--- config.mk ---
export PLATFORM = sky130hd
export DESIGN_NAME = lru_tracker
export DESIGN_NICKNAME = d
export VERILOG_FILES = /design/src/cache_pkg.sv /design/src/lru_tracker.sv
export SDC_FILE = /design/constraint.sdc
export NUM_CORES = 1
export LEC_CHECK = 0
export BUFFER_PORTS_ARGS = -buffer_cell sky130_fd_sc_hd__buf_2
export CAP_MARGIN = 20
export CELL_PAD_IN_SITES_DETAIL_PLACEMENT = 0
export CELL_PAD_IN_SITES_GLOBAL_PLACEMENT = 1
export CORE_ASPECT_RATIO = 0.8
export CORE_MARGIN = 2
export CORE_UTILIZATION = 50
export CTS_BUF_LIST = sky130_fd_sc_hd__clkbuf_16
export DETAILED_ROUTE_END_ITERATION = 6
export MAX_ROUTING_LAYER = met4
export PLACE_DENSITY_LB_ADDON = 0.1
export SYNTH_ARGS = -nofsm -noshare
export SYNTH_HDL_FRONTEND = slang
export SYNTH_SLANG_ARGS = --single-unit
--- constraint.sdc ---
create_clock -name clk -period 3.7 [get_ports clk]
set_input_delay 0.185 -clock clk [delete_from_list [all_inputs] [get_ports clk]]
set_output_delay 0.185 -clock clk [all_outputs]
set_load 0.005 [all_outputs]
--- src/cache_pkg.sv ---
package cache_pkg;

    // Address layout
    localparam int addr_width = 32;
    localparam int s_offset   = 5;
    localparam int s_index    = 3;
    localparam int s_way      = 2;

    // Tag takes whatever is left above the index
    localparam int s_tag = addr_width - s_offset - s_index;

    // One line is 2**s_offset bytes
    localparam int s_line = 8 * (2**s_offset);

    localparam int num_ways = 2**s_way;
    localparam int num_sets = 2**s_index;

    // Per-way metadata kept in the tag store
    typedef struct packed {
        logic             valid;
        logic             dirty;
        logic [s_tag-1:0] tag;
    } tag_entry_t;

endpackage

--- src/lru_tracker.sv ---
`timescale 1ns/1ps

module lru_tracker #(
    parameter int s_index = cache_pkg::s_index,
    parameter int s_way   = cache_pkg::s_way
) (
    input  logic               clk,
    input  logic               reset,
    input  logic [s_index-1:0] index,
    input  logic               update,
    input  logic [2**s_way-1:0] used_way,
    output logic [2**s_way-1:0] victim
);

    localparam int n_sets = 2**s_index;
    localparam int n_ways = 2**s_way;

    // Heap-ordered tree, node n at bit n-1, a 0 bit points to the lower half
    logic [n_ways-2:0] tree [n_sets];
    logic [n_ways-2:0] cur_bits;
    logic [n_ways-2:0] next_bits;
    logic [s_way-1:0]  used_idx;

    assign cur_bits = tree[index];

    // Walk down the tree following the bits
    always_comb begin
        int node;
        node = 1;
        for (int l = 0; l < s_way; l++) begin
            node = 2 * node + int'(cur_bits[node-1]);
        end
        victim = '0;
        victim[node-n_ways] = 1'b1;
    end

    always_comb begin
        used_idx = '0;
        for (int w = 0; w < n_ways; w++) begin
            if (used_way[w]) begin
                used_idx = s_way'(w);
            end
        end
    end

    // Point every node on the used path to the other side
    always_comb begin
        int node;
        next_bits = cur_bits;
        node      = 1;
        for (int l = s_way - 1; l >= 0; l--) begin
            next_bits[node-1] = ~used_idx[l];
            node = 2 * node + int'(used_idx[l]);
        end
    end

    always_ff @(posedge clk) begin
        if (reset) begin
            for (int s = 0; s < n_sets; s++) begin
                tree[s] <= '0;
            end
        end else if (update) begin
            tree[index] <= next_bits;
        end
    end

endmodule

==> results by group <==
CTS
  – Setup repair bufs after CTS: 0
  – Clk sinks: 24
  – H-tree depth: 1
  – CTS tree: done
  – CTS Buf Count: 3
  – # hold bufs at CTS: 0
  – Root Buffer: clkbuf_16
  – CTS Buffer Depth: 2
  – Post_cts resized: 0
  – Worst-path clk slew: 60 ps
  – Worst skew pair latency: 260 ps

Drt
  – DRC errors left: 0
  – Vias per cell: 5.78
  – Via count: 856
  – Antenna-violating nets left: 0
  – Initial DRC Count: 43
  – DRT Pass-1 Iters: 4
  – Routed length per instance: 17.9 um
  – Routed WL: 2.66 mm

Global routing
  – First-pass GRT wire length: 4.41 mm
  – Initial antenna violation count: 0
  – Total track usage: 19.8%
  – Met1 Use GR: 27.2%
  – Met2 Use GR: 30.6%
  – Via count of the first global-routing pass: 833
  – Busiest grt layer: met2
  – Overflow after GRT: 0
  – Largest net degree at the start of global routing: 18
  – Met3 global-route usage: 5.38%

Synth
  – Synth Cell Area: 1350 sq um
  – Ys flop type: edfxtp_1
  – Post-synth EDFFs: 24
  – Yosys warning total: 0
  – Number of nets produced by synthesis: 117
  – Asr flop ratio synth: 0%
  – Mean Syn Cell Area: 12.7 sq um
  – Post-synth top area cell: edfxtp_1
  – Commonest cells post-synth: edfxtp_1, nor2_1, mux2i_1
  – Distinct cells, synth: 23
  – Most numerous cell in the Yosys netlist: edfxtp_1
  – Synth top area share: 53.2%
  – Yosys reg bits: 24
  – Post-Syn Instances: 107
  – Sequential share of the synthesized area: 53.2%
  – Synth top area cells: edfxtp_1, a211oi_2, mux2i_1

Placement
  – DP Worst Slack: 1790 ps
  – Port buffer count: 12
  – Routability Congestion: 0.782
  – Detailed placement HPWL: 1.89 mm

Worst setup path
  – Critical Path Start Type: primary input
  – Crit path top cell by count: buf_2
  – Internal reg-to-reg setup slack: 2160 ps
  – Worst r2r src: tree[7][2]
  – Crit path from: index[0]
  – Crit path DAT: 1710 ps
  – CP cell instances: buf_2 -> mux2i_1 -> mux4_2 -> nor2b_1 -> buf_2
  – Crit-path max FO: 17
  – R2R Path End: tree[1][2]
  – Crit path kind: in -> out
  – Setup crit end: victim[2]
  – R2R depth: 3
  – CP max-delay cell: mux4_2
  – Crit path required time: 3510 ps
  – CP endpoint kind: output pin
  – Crit-path max cell delay: 670 ps

Final layout
  – Top Registers: tree x24
  – Area of the multi-input gates: 559 sq um
  – Nets: 124
  – Register area: 721 sq um
  – Layout cells sized above 1: 25.0%
  – Top register by number of flip-flops: tree
  – Fillers: 215
  – Ant diodes: 0
  – Area grow syn2layout: 8.13%
  – Max reg flops: 24

Die
  – Top-Level Pins: 14
  – Initial Util: 54.1%
  – Die W: 62.2 um
  – # rows: 16
  – Total die area: 3140 sq um
  – Chip height: 50.5 um
  – Core ar.: 2500 sq um

Timing
  – Post-route setup TNS: 0 ps
  – Final worst setup slack: 1810 ps
  – RSZ-0062 raised after global routing: no
  – Measured slew at the worst slew-check pin: 459 ps
  – Final hold vios: 0
  – Max Clock Skew: 2.24 ps
  – Fin. max-slew vios: 0
  – Period utilization: 51.2%
  – Min cycle time layout: 1890 ps
  – Final Setup Violations: 0
  – Slew headroom: 69.4%
  – Max Clock Freq: 0.528 GHz

Run status
  – Run status: finished clean

Power and ir drop
  – VDD IR-drop max: 0.000307 V
  – P_leak: 0.515 nW
  – Flop pwr share: 50.9%
  – Sw frac: 22.2%
  – Comb power frac: 12.0%
  – Cell internal pwr: 0.000483 W
  – PD cells: 424 nW/um^2
  – Psw: 0.000138 W
  – Clk network pwr share: 37.1%

Job
  – Max-cap violations: 0

Hold path
  – HP Class: in -> reg
  – HP Start: used_way[3]
## kinds of logic (layout without fill, tap and decap cells)
logic type	Yosys count	in the layout	share of synthesized area, %
AO/OA/AOI/OAI	16	16	10.4
buffers and inverters	11	16	5.45
flip-flops	24	24	53.2
multiplexers	13	13	13.9
AND/OR/NAND/NOR	43	43	17.1
## worst max-delay path: cells and delay by family
family	cells	cell delay, ps
buffers and inverters	2	480
muxes	2	840
and+or+nand+nor	1	190
## per-stage QoR
stage / std cells / instance area (sq um) / total power [W] / hold slack [ps] / util, %
5_1_grt: 148 / 1460 / 0.000642 / 440 / 58.5
6_report: 148 / 1460 / 0.000621 / 396 / 58.5
3_3_place_gp: 145 / 1390 / 0.000394 / 652 / 55.5
2_1_floorplan: 107 / 1350 / 0.000378 / 505 / -
3_5_place_dp: 145 / 1390 / 0.000397 / 667 / 55.5
4_1_cts: 148 / 1460 / 0.000623 / 400 / 58.5
## final cells by class
cell class / count / share of cell area [%]
well taps: 36 / 3.08
clock buffers: 3 / 5.13
repair buffers: 12 / 4.10
multi-input cells: 72 / 38.2
inverters: 1 / 0.256
flip-flops and latches: 24 / 49.2
## layer usage
metal	vias up	part of all wire [%]
li1	408	-
met1	422	50
met2	23	44
met3	3	4.9
met4	0	0.68
met5	-	0
## cell usage in the layout, fill, tap and decap left out
master,count
and2_1,1
a21oi_1,8
nand4_1,2
and2b_1,1
mux4_1,2
nand2_1,6
buf_2,12
or3b_2,1
or2_2,1
mux4_2,2
a211oi_2,8
nand3_1,8
nor2b_1,3
clkbuf_16,3
inv_1,1
and3b_1,1
mux2i_1,9
nand2b_1,8
nor3b_2,1
nor2_1,10
edfxtp_1,24
## how the worst min path moves through the flow
stage                     cells after the start  slack, ps    endpoint
after detailed placement                      2        670  tree[2][2]
after global placement                        2        650  tree[4][2]
after CTS                                     2        400  tree[2][2]
final                                         2        400  tree[2][2]
after global routing                          3        440  tree[3][1]
after floorplan                               3        510  tree[2][1]
## power groups by stage
| stage | combinational, W | clock [W] | sequential (W) |
|---|---|---|---|
| floorplan | 0.0000584 | 0 | 0.000320 |
| global placement | 0.0000731 | 0 | 0.000321 |
| detailed placement | 0.0000748 | 0 | 0.000322 |
| CTS | 0.0000747 | 0.000232 | 0.000316 |
| global route | 0.0000818 | 0.000243 | 0.000317 |
| finish | 0.0000743 | 0.000230 | 0.000316 |
No activity file was read; power rests on OpenSTA's default activity.
