[src/cache_pkg.sv]
package cache_pkg;

    // Address layout
    localparam int addr_width = 32;
    localparam int s_offset   = 5;
    localparam int s_index    = 3;
    localparam int s_way      = 2;

    // Tag takes whatever is left above the index
    localparam int s_tag = addr_width - s_offset - s_index;

    // One line is 2**s_offset bytes
    localparam int s_line = 8 * (2**s_offset);

    localparam int num_ways = 2**s_way;
    localparam int num_sets = 2**s_index;

    // Per-way metadata kept in the tag store
    typedef struct packed {
        logic             valid;
        logic             dirty;
        logic [s_tag-1:0] tag;
    } tag_entry_t;

endpackage

[src/set_array.sv]
`timescale 1ns/1ps

module set_array #(
    parameter int  s_index   = cache_pkg::s_index,
    parameter type payload_t = cache_pkg::tag_entry_t
) (
    input  logic               clk,
    input  logic               reset,
    input  logic               read,
    input  logic [s_index-1:0] rindex,
    input  logic               load,
    input  logic [s_index-1:0] windex,
    input  payload_t           datain,
    output payload_t           dataout
);

    localparam int n_sets = 2**s_index;

    payload_t store [n_sets];

    // Registered read, output holds while read is low
    always_ff @(posedge clk) begin
        if (reset) begin
            for (int s = 0; s < n_sets; s++) begin
                store[s] <= '0;
            end
            dataout <= '0;
        end else begin
            if (load) begin
                store[windex] <= datain;
            end
            // Same-set write in this cycle is not seen here
            if (read) begin
                dataout <= store[rindex];
            end
        end
    end

endmodule

[config.mk]
export PLATFORM = sky130hd
export DESIGN_NAME = set_array
export DESIGN_NICKNAME = d
export VERILOG_FILES = /design/src/cache_pkg.sv /design/src/set_array.sv
export SDC_FILE = /design/constraint.sdc
export NUM_CORES = 1
export LEC_CHECK = 0
export BUFFER_PORTS_ARGS = -buffer_cell sky130_fd_sc_hd__buf_2
export CAP_MARGIN = 20
export CORE_MARGIN = 4
export CORE_UTILIZATION = 50
export DETAILED_ROUTE_END_ITERATION = 8
export PLACE_DENSITY = 0.68
export SLEW_MARGIN = 20
export SYNTH_ARGS = -nofsm -noshare
export SYNTH_HDL_FRONTEND = slang
export SYNTH_SLANG_ARGS = --single-unit
[constraint.sdc]
create_clock -name clk -period 1.9 [get_ports clk]
set_input_delay 0.19 -clock clk [delete_from_list [all_inputs] [get_ports clk]]
set_output_delay 0.19 -clock clk [all_outputs]
set_load 0.02 [all_outputs]
==> metrics.yaml, run 1 <==
outcome:
  status: "finished, final reports clean"
floorplanning:
  die_x_um: 153
  start_util_pct: 51.4
  die_area_mm2: 0.0234
  io_pins: 62
  rows: 52
  design.core.area_mm2: 0.0204
  die_y_um: 153
min_path:
  hold_path.class: "in2reg"
critical_path:
  cp-endpoint: "dataout[11]$_SDFFE_PP0P_"
  path_depth: 6
  r2r_slack_ns: 0.71
  startpoint: "rindex[1]"
  rr_endpoint: "dataout[21]$_SDFFE_PP0P_"
  worstPathRequired_ns: 2.27
  cp_top_family: "simple AND/OR/NAND/NOR gates"
  cp_slowest_cell: "nor2b_2"
  critPathMaxStageDelay_ns: 0.74
  crit_buf_inv: 2
  crit_chain: "buf_2 > nor2b_2 > buf_4 > a22oi_1 > o221ai_1 > a211oi_1"
  endpoint_kind: "flip-flop"
  r2r_cells: 4
  start_kind: "primary input"
  reg2reg_from: "store[6][21]$_SDFFCE_PN0P_"
  worstSetupPathType: "in2reg"
  crit_fanout: 16
  cp_data_arrival_time_ns: 1.75
logic_synthesis:
  synth_warnings: 0
  syn_avg_cell_area_um2: 14.5
  synth_top_family_by_area: "simple AND/OR/NAND/NOR gates"
  synth_compound_area_share_pct: 6.80
  synthSimpleGateAreaFrac_pct: 15.0
  synth_cell_types: 28
  yosys.area_share.adder_pct: 0
  muxShareOfSynthArea_pct: 10.5
  synth-xor-area-share_pct: 0
  yosysSeqAreaShare_pct: 64.5
  syn_inst: 723
  synth_area_mm2: 0.0105
  ys_seq_elements: 234
  synth_nets: 759
place:
  port_buffers: 61
  gp_congestion: 0.792
  dp_hpwl_um: 13600
layout:
  finish.utilization_pct: 58.1
  fin_nets: 828
  syn_to_final_growth_pct: 13.2
  num_antenna_cells: 0
  drive_gt1_share_pct: 25.5
sta:
  relSlewSlack_pct: 39.6
  timing.final.crit_share_pct: 72.4
  setup_viol: 0
  drv_slew: 0
  finalSetupTns_ns: 0
  rsz0062_at_grt: "false"
  finalClockSkew_ns: 0.00908
  period_minus_slack_ns: 1.38
  fmax_mhz: 727
  tightest_slew_ns: 0.902
  hold_viol_final: 0
cts:
  clock_path_buffers: 3
  cts_root_buf: "clkbuf_16"
  cts_tree: "done"
  post_cts_resize_count: 0
  numCtsBuffers: 24
  post_cts_buffers: 0
  clkSinkCount: 234
  htreeDepth: 1
  path_clk_slew_ns: 0.06
  insertion_delay_ns: 0.51
  holdBufCountCts: 0
detailed_routing:
  drc: 0
  drtIter0Drc: 427
  drt-total-wl_um: 23900
  drtAntennaViolNets: 0
  wl_per_cell_um: 22.2
  drt-pass1-iter-count: 5
  via_per_inst: 5.63
  vias: 6070
global_route:
  overflow: 0
  grt_pass1_vias: 6478
  grt_max_degree: 53
  track_usage_pct: 20.3
  grt_pass1_wl_um: 37300
  antenna_found_initial: 0
power_and_ir_drop:
  peakVddDrop_uv: 576
  leakagePower_nw: 4.42
  pwr_density_cell_mw_per_mm2: 962
  power_mw: 11.4
run:
  maxCapViolations: 0
[placed cells by master (no fill, tap or decap), types with 8 or more instances in the layout]
cell       count
nor2_1        29
and2_1       208
buf_12         9
edfxtp_1     208
dfxtp_1       26
buf_2         60
o22ai_1       19
a221o_1       19
or2_2          8
a211oi_2      19
clkbuf_16     25
clkbuf_1      12
buf_4         22
mux2i_1       52
mux2_2        52
[per-layer routing]
metal  up-vias  routed length [um]  track usage (%)
li1       2798                   -                -
met1      3059               10100             27.2
met2       184               11900             34.4
met3        29                1520             3.68
met4         0                 335             5.01
met5         -                   0                0
[through the flow]
stage	setup WS (ns)	hold WS, ns	cells	cell area (um^2)
2_1_floorplan	0.128	0.388	723	10500
4_1_cts	0.548	0.0236	1079	11900
5_1_grt	0.475	0.0234	1079	11900
6_report	0.524	0.0370	1079	11900
3_3_place_gp	0.0737	0.494	1036	11100
3_5_place_dp	0.0174	0.505	1036	11100
[flip-flops by register name, summed over array words and instances, names as in the netlist]
name,count
store,208
dataout,26
[worst min-delay path by stage]
stage                             start                         end  slack (ns)  cells past startpoint
2_1_floorplan                 datain[0]   store[0][0]$_SDFFCE_PN0P_        0.39                      1
3_3_place_gp    dataout[8]$_SDFFE_PP0P_     dataout[8]$_SDFFE_PP0P_        0.49                      2
3_5_place_dp   dataout[18]$_SDFFE_PP0P_    dataout[18]$_SDFFE_PP0P_        0.51                      2
4_1_cts                      datain[25]  store[2][25]$_SDFFCE_PN0P_        0.02                      2
5_1_grt                      datain[24]  store[4][24]$_SDFFCE_PN0P_        0.02                      2
6_report                     datain[25]  store[0][25]$_SDFFCE_PN0P_        0.04                      2
[kinds of logic (layout without fill, tap and decap cells)]
| group | after synthesis | after routing |
|---|---|---|
| buffers and inverters | 48 | 134 |
| AOI/OAI and AO/OA | 78 | 78 |
| and+or+nand+nor | 259 | 259 |
| DFF | 234 | 234 |
| muxes | 104 | 104 |
[synthesized netlist by cell type, drive strengths merged]
cell    instances  share of area, %
nor3            2              0.25
a221o          19               1.8
nor2           33               1.4
edfxtp        208                60
or2             8              0.48
nor2b           1             0.060
a211oi         26               2.8
nand3b          1             0.072
mux2i          52               5.0
o221ai          7              0.58
clkbuf         28               1.0
or3b            1              0.11
and2          208                12
nand2b          3              0.18
a22oi           7              0.50
dfxtp          26               5.0
o22ai          19               1.1
nand2           2             0.072
buf            20               2.1
mux2           52               5.6
[cell type report]
| type | instances | area [um^2] |
|---|---|---|
| clock buffers | 40 | 712 |
| clock inverters | 3 | 11.3 |
| fillers | 1632 | 8560 |
| multi-input cells | 441 | 3400 |
| flip-flops and latches | 234 | 6770 |
| well taps | 270 | 338 |
| repair buffers | 91 | 646 |
[worst register-to-register path: stages, from the launching register on]
cell      delay [ns]
edfxtp_1        0.36
mux2_2          0.28
o22ai_1         0.18
a221o_1         0.17
a211oi_2        0.07
[power by group]
group          internal [mW]  switching, mW
combinational          0.412          0.614
sequential              5.93          0.103
clock                   2.53           1.84
total                   8.87           2.55
No activity file was read; power rests on OpenSTA's default activity.
==> inputs of run 2 (changes only) <==
clock period = 1.35 ns   (was 1.9 ns; I/O delays follow)
==> run 2 against run 1 <==
Design area up 6.4%. Wire length up 3.3%. Clock skew up 0.0011 ns. Sequential cell count unchanged. Power up 48%. Via count up 4.9%.
==> metrics.yaml, run 2 (same netlist as run 1, synthesis figures left out) <==
outcome:
  status: "finished, final reports clean"  # unchanged
floorplanning:
  die_y_um: 153  # unchanged
  start_util_pct: 51.4  # unchanged
  rows: 52  # unchanged
  io_pins: 62  # unchanged
  design.core.area_mm2: 0.0204  # unchanged
  die_x_um: 153  # unchanged
  die_area_mm2: 0.0234  # unchanged
critical_path:
  reg2reg_from: "store[7][7]$_SDFFCE_PN0P_"  # was store[6][21]$_SDFFCE_PN0P_
  worstSetupPathType: "reg2reg"  # was in2reg
  endpoint_kind: "flip-flop"  # unchanged
  crit_chain: "mux2_2 > o22ai_1 > a221o_1 > a211oi_2"  # was buf_2 > nor2b_2 > buf_4 > a22oi_1 > o221ai_1 > a211oi_1
  critPathMaxStageDelay_ns: 0.37  # was 0.74 ns
  cp_slowest_cell: "edfxtp_1"  # was nor2b_2
  startpoint: "store[7][7]$_SDFFCE_PN0P_"  # was rindex[1]
  r2r_cells: 4  # unchanged
  cp_data_arrival_time_ns: 1.64  # was 1.75 ns
  crit_fanout: 1  # was 16
  r2r_slack_ns: 0.1  # was 0.71 ns
  rr_endpoint: "dataout[7]$_SDFFE_PP0P_"  # was dataout[21]$_SDFFE_PP0P_
  start_kind: "flip-flop"  # was primary input
  worstPathRequired_ns: 1.74  # was 2.27 ns
layout:
  fin_nets: 875  # was 828
  syn_to_final_growth_pct: 20.4  # was 13.2%
  layout_common_cells: "and2_1 (208), edfxtp_1 (208), buf_2 (60)"  # unchanged
  regArea_mm2: 0.00677  # unchanged
  multiInputGateArea_mm2: 0.00342  # was 0.00340 mm^2
  largest_register_ffs: 208  # unchanged
  largestRegisters: "store (208), dataout (26)"  # unchanged
  finish.utilization_pct: 61.8  # was 58.1%
  drive_gt1_share_pct: 28.3  # was 25.5%
  top_register: "store"  # unchanged
  num_antenna_cells: 0  # unchanged
  n_fill_cell: 1554  # was 1632
detailed_routing:
  vias: 6365  # was 6070
  via_per_inst: 5.64  # was 5.63
  drt-total-wl_um: 24700  # was 23900 um
  drtAntennaViolNets: 0  # unchanged
  drt-pass1-iter-count: 5  # unchanged
  drtIter0Drc: 502  # was 427
  wl_per_cell_um: 21.9  # was 22.2 um
  drc: 0  # unchanged
power_and_ir_drop:
  power_mw: 16.9  # was 11.4 mW
  peakVddDrop_uv: 998  # was 576 uV
  pwr_density_cell_mw_per_mm2: 1340  # was 962 mW/mm^2
  leakagePower_nw: 4.78  # was 4.42 nW
min_path:
  hold_start: "datain[19]"  # was datain[25]
  hold_end: "store[1][19]$_SDFFCE_PN0P_"  # was store[0][25]$_SDFFCE_PN0P_
  whs_path_depth: 2  # unchanged
  hold_path.class: "in2reg"  # unchanged
cts:
  post_cts_resize_count: 0  # unchanged
  clkSinkCount: 234  # unchanged
  cts_root_buf: "clkbuf_16"  # unchanged
  insertion_delay_ns: 0.51  # about the same
  clock_path_buffers: 3  # unchanged
  post_cts_buffers: 0  # unchanged
  numCtsBuffers: 25  # was 24
  htreeDepth: 1  # unchanged
  cts_tree: "done"  # unchanged
  path_clk_slew_ns: 0.06  # about the same
sta:
  setup_ws_ns: 0.0987  # was 0.524 ns
  relSlewSlack_pct: 31.4  # was 39.6%
  finalSetupTns_ns: 0  # unchanged
  period_minus_slack_ns: 1.25
  tightest_slew_ns: 1.02  # was 0.902 ns
  timing.final.crit_share_pct: 92.7
  rsz0062_at_grt: "false"  # unchanged
  fmax_mhz: 799
  finalClockSkew_ns: 0.0102  # was 0.00908 ns
  whs_ns: 0.0111  # was 0.0370 ns
  drv_slew: 0  # unchanged
  hold_viol_final: 0  # unchanged
  setup_viol: 0  # unchanged
place:
  preCtsSetupSlack_ns: -0.328  # was 0.0174 ns
  port_buffers: 61  # unchanged
  dp_hpwl_um: 15500  # was 13600 um
  gp_congestion: 0.776  # was 0.792
global_route:
  antenna_found_initial: 1  # was 0
  grt_pass1_wl_um: 38200  # was 37300 um
  grt_max_degree: 53  # unchanged
  track_usage_pct: 20.8  # was 20.3%
  overflow: 0  # unchanged
  grt_pass1_vias: 6582  # was 6478
run:
  maxCapViolations: 0  # unchanged
==> run 2: cell types whose count changed in the layout (fill, tap and decap cells not counted), sizes merged <==
cell,delta
buf,+27
clkinv,+2
clkbuf,-2
inv,+1
bufinv,+2
dlygate4sd3,+19
==> run 2: layout make-up <==
cell class | count | share of cell area, %
clock buffer | 38 | 5.74
clock inverter | 8 | 0.743
multi-input combinational | 441 | 27.1
sequential | 234 | 53.6
tap | 270 | 2.68
timing repair buffer | 137 | 10.2
==> run 2: worst max-delay path by stage <==
stage                     cells after the start                        end  slack [ns]
after floorplan                               4  store[0][0]$_SDFFCE_PN0P_       -0.20
after global placement                        5   dataout[15]$_SDFFE_PP0P_       -0.32
after detailed placement                      5   dataout[15]$_SDFFE_PP0P_       -0.33
after CTS                                     1                 dataout[1]        0.10
after global routing                          4   dataout[18]$_SDFFE_PP0P_        0.07
final                                         4    dataout[7]$_SDFFE_PP0P_         0.1
==> run 2: timing repair <==
item	4_1_cts	5_1_grt
hold buffers	19	0
hold endpoints to repair	116	0
setup endpoints to repair	0	0
==> run 2: layer usage <==
| metal | GRT usage (%) | part of all wire (%) |
|---|---|---|
| met1 | 29.0 | 44 |
| met2 | 35.4 | 49 |
| met3 | 2.69 | 5.6 |
| met4 | 4.71 | 1.6 |
| met5 | 0 | 0 |
==> run 2: critical path, delay by kind of cell (launching register included) <==
kind	cells	cell delay (ns)
compound gates	3	0.48
flops	1	0.37
mux	1	0.27
==> run 2: where the power goes <==
part | leakage (nW) | switching (mW) | total (mW) | internal (mW)
logic | 2.16 | 0.904 | 1.64 | 0.739
registers | 2.21 | 0.152 | 8.49 | 8.34
clock network | 0.406 | 2.69 | 6.77 | 4.08
total | 4.78 | 3.75 | 16.9 | 13.2
==> run 2: metrics by stage <==
stage                     cells  area (um^2)
after floorplan             723        10500
after global placement     1063        11600
after detailed placement   1063        11600
after CTS                  1128        12600
after global routing       1128        12600
final                      1128        12600
