==> src/cache_pkg.sv <==
package cache_pkg;

    // Address layout
    localparam int addr_width = 32;
    localparam int s_offset   = 5;
    localparam int s_index    = 3;
    localparam int s_way      = 2;

    // Tag takes whatever is left above the index
    localparam int s_tag = addr_width - s_offset - s_index;

    // One line is 2**s_offset bytes
    localparam int s_line = 8 * (2**s_offset);

    localparam int num_ways = 2**s_way;
    localparam int num_sets = 2**s_index;

    // Per-way metadata kept in the tag store
    typedef struct packed {
        logic             valid;
        logic             dirty;
        logic [s_tag-1:0] tag;
    } tag_entry_t;

endpackage

==> src/cache_core.sv <==
`timescale 1ns/1ps

module cache_core #(
    parameter int s_index = cache_pkg::s_index,
    parameter int s_way   = cache_pkg::s_way
) (
    input  logic                             clk,
    input  logic                             reset,
    input  logic                             stall,
    input  logic                             upstream_read,
    input  logic                             upstream_write,
    input  logic [cache_pkg::addr_width-1:0] upstream_address,
    input  logic [cache_pkg::s_line-1:0]     upstream_wdata,
    output logic                             upstream_resp,
    output logic [cache_pkg::s_line-1:0]     upstream_rdata,
    output logic                             downstream_read,
    output logic                             downstream_write,
    output logic [cache_pkg::addr_width-1:0] downstream_address,
    output logic [cache_pkg::s_line-1:0]     downstream_wdata,
    input  logic                             downstream_resp,
    input  logic [cache_pkg::s_line-1:0]     downstream_rdata,
    output logic [s_index-1:0]               read_index,
    output logic [s_index-1:0]               write_index,
    output logic                             pipe,
    output logic [2**s_way-1:0]              way_load,
    output cache_pkg::tag_entry_t            new_entry,
    output logic [cache_pkg::s_line-1:0]     new_line,
    output logic [cache_pkg::s_tag-1:0]      tag_act,
    output logic [2**s_way-1:0]              fw_way,
    output cache_pkg::tag_entry_t            fw_entry,
    output logic [cache_pkg::s_line-1:0]     fw_line,
    input  logic                             hit,
    input  logic [2**s_way-1:0]              way,
    input  logic [cache_pkg::s_line-1:0]     sel_line,
    input  logic [cache_pkg::s_tag-1:0]      sel_tag,
    input  logic                             sel_dirty,
    output logic                             lru_update,
    output logic [2**s_way-1:0]              lru_used
);

    import cache_pkg::*;

    localparam int n_ways = 2**s_way;

    // Phases of the request held in the action stage
    typedef enum logic [1:0] {
        ph_look,
        ph_wb,
        ph_fill,
        ph_done
    } phase_t;

    // High while a request occupies the action stage
    logic                  cache_started;
    logic                  write_act;
    logic [addr_width-1:0] addr_act;
    logic [s_line-1:0]     wdata_act;
    logic [s_index-1:0]    index_act;
    phase_t                phase;
    phase_t                phase_next;
    logic                  fill_now;
    logic                  complete;
    logic                  load_cache;
    logic [n_ways-1:0]     fw_next;
    logic [s_tag-1:0]      wb_tag;
    logic [s_index-1:0]    wb_index;
    logic [s_line-1:0]     wb_line;
    logic [s_line-1:0]     held_line;

    assign tag_act     = addr_act[addr_width-1 -: s_tag];
    assign index_act   = addr_act[s_offset +: s_index];
    assign read_index  = upstream_address[s_offset +: s_index];
    assign write_index = index_act;

    // Clean miss goes straight to the fill read
    assign fill_now = (phase == ph_look && !hit && !sel_dirty) || phase == ph_fill;

    // ph_done keeps a finished access alive under stall
    assign complete = cache_started && ((phase == ph_look && hit) ||
                                        (fill_now && downstream_resp) ||
                                        phase == ph_done);

    assign pipe       = (complete && !stall) || !cache_started;
    assign lru_update = complete && !stall;
    assign lru_used   = way;
    assign load_cache = lru_update && (write_act || !hit);
    assign way_load   = {n_ways{load_cache}} & way;

    // Only the first completion cycle is reported upstream
    assign upstream_resp  = complete && phase != ph_done;
    assign upstream_rdata = hit ? sel_line : downstream_rdata;

    // Writes go in dirty, read fills go in clean
    assign new_entry.valid = 1'b1;
    assign new_entry.dirty = write_act;
    assign new_entry.tag   = tag_act;
    assign new_line = write_act ? wdata_act : (phase == ph_done ? held_line : downstream_rdata);

    assign downstream_write   = cache_started && phase == ph_wb;
    assign downstream_read    = cache_started && fill_now;
    assign downstream_wdata   = wb_line;
    assign downstream_address = (phase == ph_wb) ? {wb_tag, wb_index, {s_offset{1'b0}}}
                                                 : {addr_act[addr_width-1:s_offset],
                                                    {s_offset{1'b0}}};

    // The set being read now is the one written now
    assign fw_next = (read_index == index_act && load_cache) ? way : '0;

    always_comb begin
        phase_next = phase;
        if (pipe) begin
            phase_next = ph_look;
        end else if (complete) begin
            phase_next = ph_done;
        end else if (phase == ph_look) begin
            phase_next = sel_dirty ? ph_wb : ph_fill;
        end else if (phase == ph_wb && downstream_resp) begin
            phase_next = ph_fill;
        end
    end

    always_ff @(posedge clk) begin
        if (reset) begin
            cache_started <= 1'b0;
            write_act     <= 1'b0;
            addr_act      <= '0;
            fw_way        <= '0;
            phase         <= ph_look;
        end else begin
            if (pipe) begin
                // While resp is high the requester still shows the old access
                cache_started <= (upstream_read || upstream_write) && !upstream_resp;
                write_act     <= upstream_write;
                addr_act      <= upstream_address;
                fw_way        <= fw_next;
            end
            phase <= phase_next;
        end
    end

    always_ff @(posedge clk) begin
        if (pipe) begin
            wdata_act <= upstream_wdata;
            fw_entry  <= new_entry;
            fw_line   <= new_line;
        end
        // Victim snapshot taken during lookup
        if (phase == ph_look) begin
            wb_tag   <= sel_tag;
            wb_index <= index_act;
            wb_line  <= sel_line;
        end
        if (fill_now && downstream_resp) begin
            held_line <= downstream_rdata;
        end
    end

endmodule

==> config.mk <==
export PLATFORM = sky130hd
export DESIGN_NAME = cache_core
export DESIGN_NICKNAME = d
export VERILOG_FILES = /design/src/cache_pkg.sv /design/src/cache_core.sv
export SDC_FILE = /design/constraint.sdc
export NUM_CORES = 1
export LEC_CHECK = 0
export ABC_AREA = 1
export BUFFER_PORTS_ARGS = -buffer_cell sky130_fd_sc_hd__buf_2
export CORE_AREA = 5 5 771 773
export CTS_CLUSTER_SIZE = 8
export DETAILED_ROUTE_END_ITERATION = 6
export DIE_AREA = 0 0 776 778
export GPL_TIMING_DRIVEN = 0
export PLACE_DENSITY_LB_ADDON = 0.08
export SLEW_MARGIN = 10
export SYNTH_ARGS = -nofsm -noshare
export SYNTH_HDL_FRONTEND = slang
export SYNTH_SLANG_ARGS = --single-unit
==> constraint.sdc <==
create_clock -name clk -period 36.2 [get_ports clk]
set_input_delay 9.05 -clock clk [delete_from_list [all_inputs] [get_ports clk]]
set_output_delay 9.05 -clock clk [all_outputs]
set_load 0.02 [all_outputs]
==> results.yml, run 1 <==
timing:
  finalMaxSlewViolations: 0
  min_period_ns: 21.51
  rsz0062_at_grt: "no"
  tightest_slew_ns: 1.19
  fmax_ghz: 0.0465
  finalCritPeriodShare: 0.594
  slew_headroom: 0.206
  finalClockSkew_ns: 0.0682
  finalHoldViolCount: 0
  setup_viol: 0
place:
  dpl_cell_area_mm2: 0.0629
  portBuffers: 1977
  dpl.hpwl_mm: 370
  place_congestion: 0.876
route:
  dr_total_vias: 35300
  highest_layer: "met5"
  dr.first_iter.drc_count: 2003
  wl_met2_mm: 216
  wl_met1_mm: 150
  firstDrtPassIters: 5
  ant_nets: 0
  routed_wl_mm: 426
  wl_per_cell_um: 32.9
  vias_per_cell: 2.72
  drc: 0
  wl_met3_mm: 47.5
hold_path:
  hp-start: "fw_way[0]"
  min_to: "fw_way[0]"
  hold_class: "flip-flop to flip-flop"
  holdPathStages: 2
floorplan:
  core_area_mm2: 0.587
  die_w_um: 776
  dieArea_mm2: 0.604
  die_y_um: 778
  start_util: 0.0720
  rows: 282
  io_pins: 1991
grt:
  grtUsageTotal: 0.135
  grt_max_degree: 83
  grt_overflow: 0
  grt_pass1_wl_mm: 513
  grt_antenna_before_repair: 353
  grt_pass1_vias: 36900
clock_tree:
  clockBufferDepth: 4
  cts_hold_buf: 0
  cts_setup_buffers: 0
  root_buffer: "clkbuf_16"
  clkLatencyLatePin_ns: 0.87
  h-tree-depth: 4
  numCtsBuffers: 180
  cts_sinks: 1111
  cts-resized-gates: 0
  clkSlewWorstSetupHoldPaths_ns: 0.05
  cts_tree: "yes"
cells_and_area:
  drive_above_1_share: 0.520
  area_delta_synth_final_pct: 61.9
  finalInstanceArea_mm2: 0.0684
  nNetsFinal: 5795
  utilization: 0.117
  fillCellCount: 67100
synthesis:
  synth.area.top_cells: "edfxtp_1, mux2_2, nand2_1"
  ys_async_sr_fraction: 0
  synth_warnings: 0
  synthTopCellsByCount: "edfxtp_1, nand2_1, nor2_1, mux2_2, a31oi_1"
  synth-edff-count: 1076
  yosysSeqAreaShare: 0.781
  synth-main-ff-cell: "edfxtp_1"
  synth.most_common_cell: "edfxtp_1"
  synthesis.area_mm2: 0.0423
  syn_area_per_cell_um2: 15.3
  synth_cells: 2756
  ys_types: 23
  ys_ff_latch: 1111
  netlist.top_cell.by_area: "edfxtp_1"
  synth_top_cell_area_share: 0.764
critical_path:
  cp-startpoint: "hit"
  critical_path_arrival_ns: 12.46
  r2r_cells: 10
  r2r_setup_slack_ns: 32.16
  end_kind: "output pin"
  r2r_start: "phase[0]"
  cp.required_ns: 27.15
  reg2reg_to: "wdata_act[2]"
  crit_path_start_kind: "input pin"
  critical_path.max_fanout: 82
  path_class: "input pin to output pin"
pwr:
  p_sw_mw: 1.53
  p_int_mw: 2.80
  leakagePower_nw: 25.9
  power_density_mw_per_mm2: 63.3
  combPwrFrac: 0.224
  seq_power_share: 0.388
  p_sw_frac: 0.354
  p_clk_frac: 0.388
  irDropWorstVdd_mv: 0.0328
run:
  timing.max_cap.violations: 0
run_status:
  status: "complete, no violations"
[per-layer routing]
metal	global-route usage	vias up
li1	-	14700
met2	0.248	2138
met3	0.0643	799
met5	0	-
met4	0.0270	108
met1	0.140	17500
[worst max-delay path: stages]
cell	delay, ns
buf_2	0.29
o21ai_1	0.25
nand3_1	0.23
nand2_2	0.19
a21oi_4	0.09
inv_2	0.08
buf_8	0.46
buf_16	0.37
buf_16	0.31
buf_16	0.35
buf_2	0.28
[stage by stage]
stage | power (mW) | worst slack, ns | cells | TNS (ns) | hold WS, ns
floorplan | 2.12 | 8.18 | 2761 | 0 | 0.474
global placement | 2.81 | -15.30 | 12500 | -2956.32 | 0.466
detailed placement | 2.73 | 14.56 | 12600 | 0 | 0.448
CTS | 4.50 | 14.56 | 12900 | 0 | 0.461
global route | 4.55 | 14.44 | 12900 | 0 | 0.484
finish | 4.33 | 14.69 | 13000 | 0 | 0.463
[layout by cell type, fill, tap and decap left out, types with 3 or more instances in the layout]
cell,n
mux2_2,283
clkbuf_8,4
clkbuf_1,127
buf_4,41
clkbuf_16,180
buf_2,2030
dfxtp_1,35
buf_16,15
xnor2_1,3
edfxtp_1,1076
o21ai_0,31
buf_12,24
clkinv_2,4
nor2_1,322
clkinvlp_4,3
inv_1,10
nand2_1,526
a31oi_2,3
clkinv_16,5
diode_2,94
buf_1,6
conb_1,7
a31oi_1,254
nand3_1,7
inv_2,4
bufinv_16,5
clkbuf_2,13
clkinv_1,24
[logic make-up (layout without fill, tap and decap cells)]
family / count (synthesis) / in the layout / synth area share
compound gates: 292 / 292 / 0.0425
xor+xnor: 3 / 3 / 0.000622
buf+inv: 206 / 2507 / 0.0237
flops: 1111 / 1111 / 0.781
mux: 283 / 283 / 0.0754
other cells: 2 / 101 / 0.000178
simple gates: 859 / 859 / 0.0766
[cell type report]
| type | count | area, um2 | share of cell area |
|---|---|---|---|
| clock buffers | 237 | 4760 | 0.0695 |
| flip-flops and latches | 1111 | 33000 | 0.482 |
| clock inverters | 48 | 532 | 0.00777 |
| inverters | 15 | 63.8 | 0.000932 |
| repair buffers | 2016 | 10800 | 0.158 |
| well taps | 7810 | 9770 | 0.143 |
| multi-input cells | 1444 | 8300 | 0.121 |
| diodes | 94 | 235 | 0.00344 |
| plain buffers | 191 | 980 | 0.0143 |
[worst max-delay path by stage]
stage	to	slack, ns	cells after the start
floorplan	pipe	8.18	6
detailed placement	pipe	14.56	11
finish	pipe	14.69	11
CTS	pipe	14.56	11
global placement	pipe	-15.30	7
global route	pipe	14.44	11
[power by group through the flow]
stage / Sequential [mW] / Clock [mW] / Combinational, mW
2_1_floorplan: 1.85 / 0 / 0.270
3_3_place_gp: 1.81 / 0 / 1.00
3_5_place_dp: 1.71 / 0 / 1.02
4_1_cts: 1.69 / 1.79 / 1.03
5_1_grt: 1.69 / 1.82 / 1.04
6_report: 1.68 / 1.68 / 0.972
[flip-flops by register name, summed over array words and instances (netlist names), 3 cells and up]
signal / flops
addr_act: 27
downstream_wdata: 256
fw_entry: 25
fw_line: 256
fw_way: 4
held_line: 256
wb_index: 3
wb_tag: 24
wdata_act: 256
(Power assumes the default switching activity.)
==> run 2: changes to the inputs <==
==> constraint.sdc (replaced) <==
create_clock -name clk -period 21.4 [get_ports clk]
set_input_delay 5.35 -clock clk [delete_from_list [all_inputs] [get_ports clk]]
set_output_delay 5.35 -clock clk [all_outputs]
set_load 0.02 [all_outputs]
==> run 2 against run 1 <==
  * Sequential cell count unchanged
  * Routed wire length increased by 0.23%
  * Utilization about the same
  * Via count increased by 0.58%
  * Critical path type unchanged
  * Critical endpoint unchanged
  * Largest cell class unchanged
  * Largest power group unchanged
  * Highest routed layer unchanged
==> results.yml, run 2 (same netlist as run 1, synthesis figures left out) <==
run_status:
  status: "complete, no violations"
grt:
  grt_antenna_before_repair: 369
  grt_max_degree: 87
  grt_pass1_wl_mm: 512
  grtUsageTotal: 0.135
  grt_pass1_vias: 36900
  grt_overflow: 0
floorplan:
  io_pins: 1991
  dieArea_mm2: 0.604
  core_area_mm2: 0.587
  rows: 282
  die_y_um: 778
  die_w_um: 776
  start_util: 0.0720
cells_and_area:
  stdcell_count: 12900
  multi_input_area_mm2: 0.00833
  area_delta_synth_final_pct: 61.6
  seqCellArea_mm2: 0.0330
  mostFrequentLayoutCells: "buf_2, edfxtp_1, nand2_1, nor2_1, mux2_2"
  layout.cells.most_common: "buf_2"
  fillCellCount: 67200
  finalInstanceArea_mm2: 0.0683
  drive_above_1_share: 0.522
  utilization: 0.116
  nNetsFinal: 5795
pwr:
  p_sw_mw: 2.56
  irDropWorstVdd_mv: 0.0557
  leakagePower_nw: 25.8
  p_int_mw: 4.71
  combPwrFrac: 0.226
  seq_power_share: 0.390
  p_clk_frac: 0.383
  power_density_mw_per_mm2: 107
  power_mw: 7.28
  p_sw_frac: 0.352
critical_path:
  cp.required_ns: 16.05
  r2r_setup_slack_ns: 17.37
  critical_path_arrival_ns: 8.12
  path_class: "input pin to output pin"
  crit_path_start_kind: "input pin"
  end_kind: "output pin"
  critical_path.max_fanout: 63
place:
  place_congestion: 0.901
  dpl.hpwl_mm: 370
  dpl_cell_area_mm2: 0.0629
  placed_cells: 12600
  place_ws_ns: 7.80
  portBuffers: 1977
clock_tree:
  clkLatencyLatePin_ns: 0.90
  cts_tree: "yes"
  cts_setup_buffers: 0
  root_buffer: "clkbuf_16"
  cts_hold_buf: 0
  h-tree-depth: 4
  numCtsBuffers: 179
  clkSlewWorstSetupHoldPaths_ns: 0.05
  cts_sinks: 1111
  cts-resized-gates: 0
  clockBufferDepth: 4
route:
  dr_total_vias: 35500
  dr.first_iter.drc_count: 1794
  routed_wl_mm: 427
  firstDrtPassIters: 5
  vias_per_cell: 2.74
  ant_nets: 0
  drc: 0
  wl_per_cell_um: 33.0
run:
  timing.max_cap.violations: 0
timing:
  fin_tns_setup_ns: 0
  min_period_ns: 13.47
  finalHoldViolCount: 0
  finalClockSkew_ns: 0.0876
  finalCritPeriodShare: 0.629
  rsz0062_at_grt: "no"
  slew_headroom: 0.163
  whs_ns: 0.457
  tightest_slew_ns: 1.25
  fmax_ghz: 0.0743
  setup_viol: 0
  finalMaxSlewViolations: 0
  fin_ws_ns: 7.93
hold_path:
  hold_class: "flip-flop to flip-flop"
run 2: changes by cell type in the layout (fill, tap and decap cells not counted), moves of 2 or more:
cell,delta
a31oi_2,+4
clkinv_2,+2
clkinvlp_4,+2
clkbuf_8,-3
clkinv_1,-5
clkbuf_1,-7
a31oi_1,-4
diode_2,-17
buf_6,+2
run 2: worst paths after layout:
check                 start           end  cells past startpoint
hold / removal    fw_way[3]     fw_way[3]                      2
setup / recovery        hit          pipe                     10
hold reg to reg   fw_way[3]     fw_way[3]                      2
setup reg to reg   phase[0]  fw_line[240]                     10
run 2: metal layers:
metal	share of wire	wire (um)	up-vias	global-route usage
met5	0.0020	864	-	0
met4	0.033	14000	128	0.0330
met3	0.11	48700	821	0.0668
met2	0.50	216000	2183	0.247
met1	0.35	148000	17700	0.137
li1	-	-	14700	-
run 2: power by group through the flow:
stage	Combinational (mW)	Sequential [mW]	Clock (mW)
after floorplan	0.456	3.12	0
after global placement	1.69	3.04	0
after detailed placement	1.73	2.89	0
after CTS	1.73	2.85	2.97
after global routing	1.75	2.87	3.02
final	1.65	2.84	2.79
run 2: critical path, stage by stage:
cell     delay [ns]
buf_2          0.23
o21ai_1        0.22
nand3_1        0.23
nand2_2        0.19
a21oi_4        0.10
inv_2          0.08
buf_8          0.46
buf_16         0.29
buf_16         0.28
buf_2          0.27
run 2: area by class of cell:
| type | count | area share |
|---|---|---|
| clock inverters | 46 | 0.00692 |
| plain buffers | 191 | 0.0144 |
| flip-flops and latches | 1111 | 0.483 |
| clock buffers | 229 | 0.0691 |
| diodes | 77 | 0.00282 |
| inverters | 15 | 0.000934 |
| repair buffers | 2017 | 0.158 |
| multi-input cells | 1444 | 0.122 |
| well taps | 7810 | 0.143 |
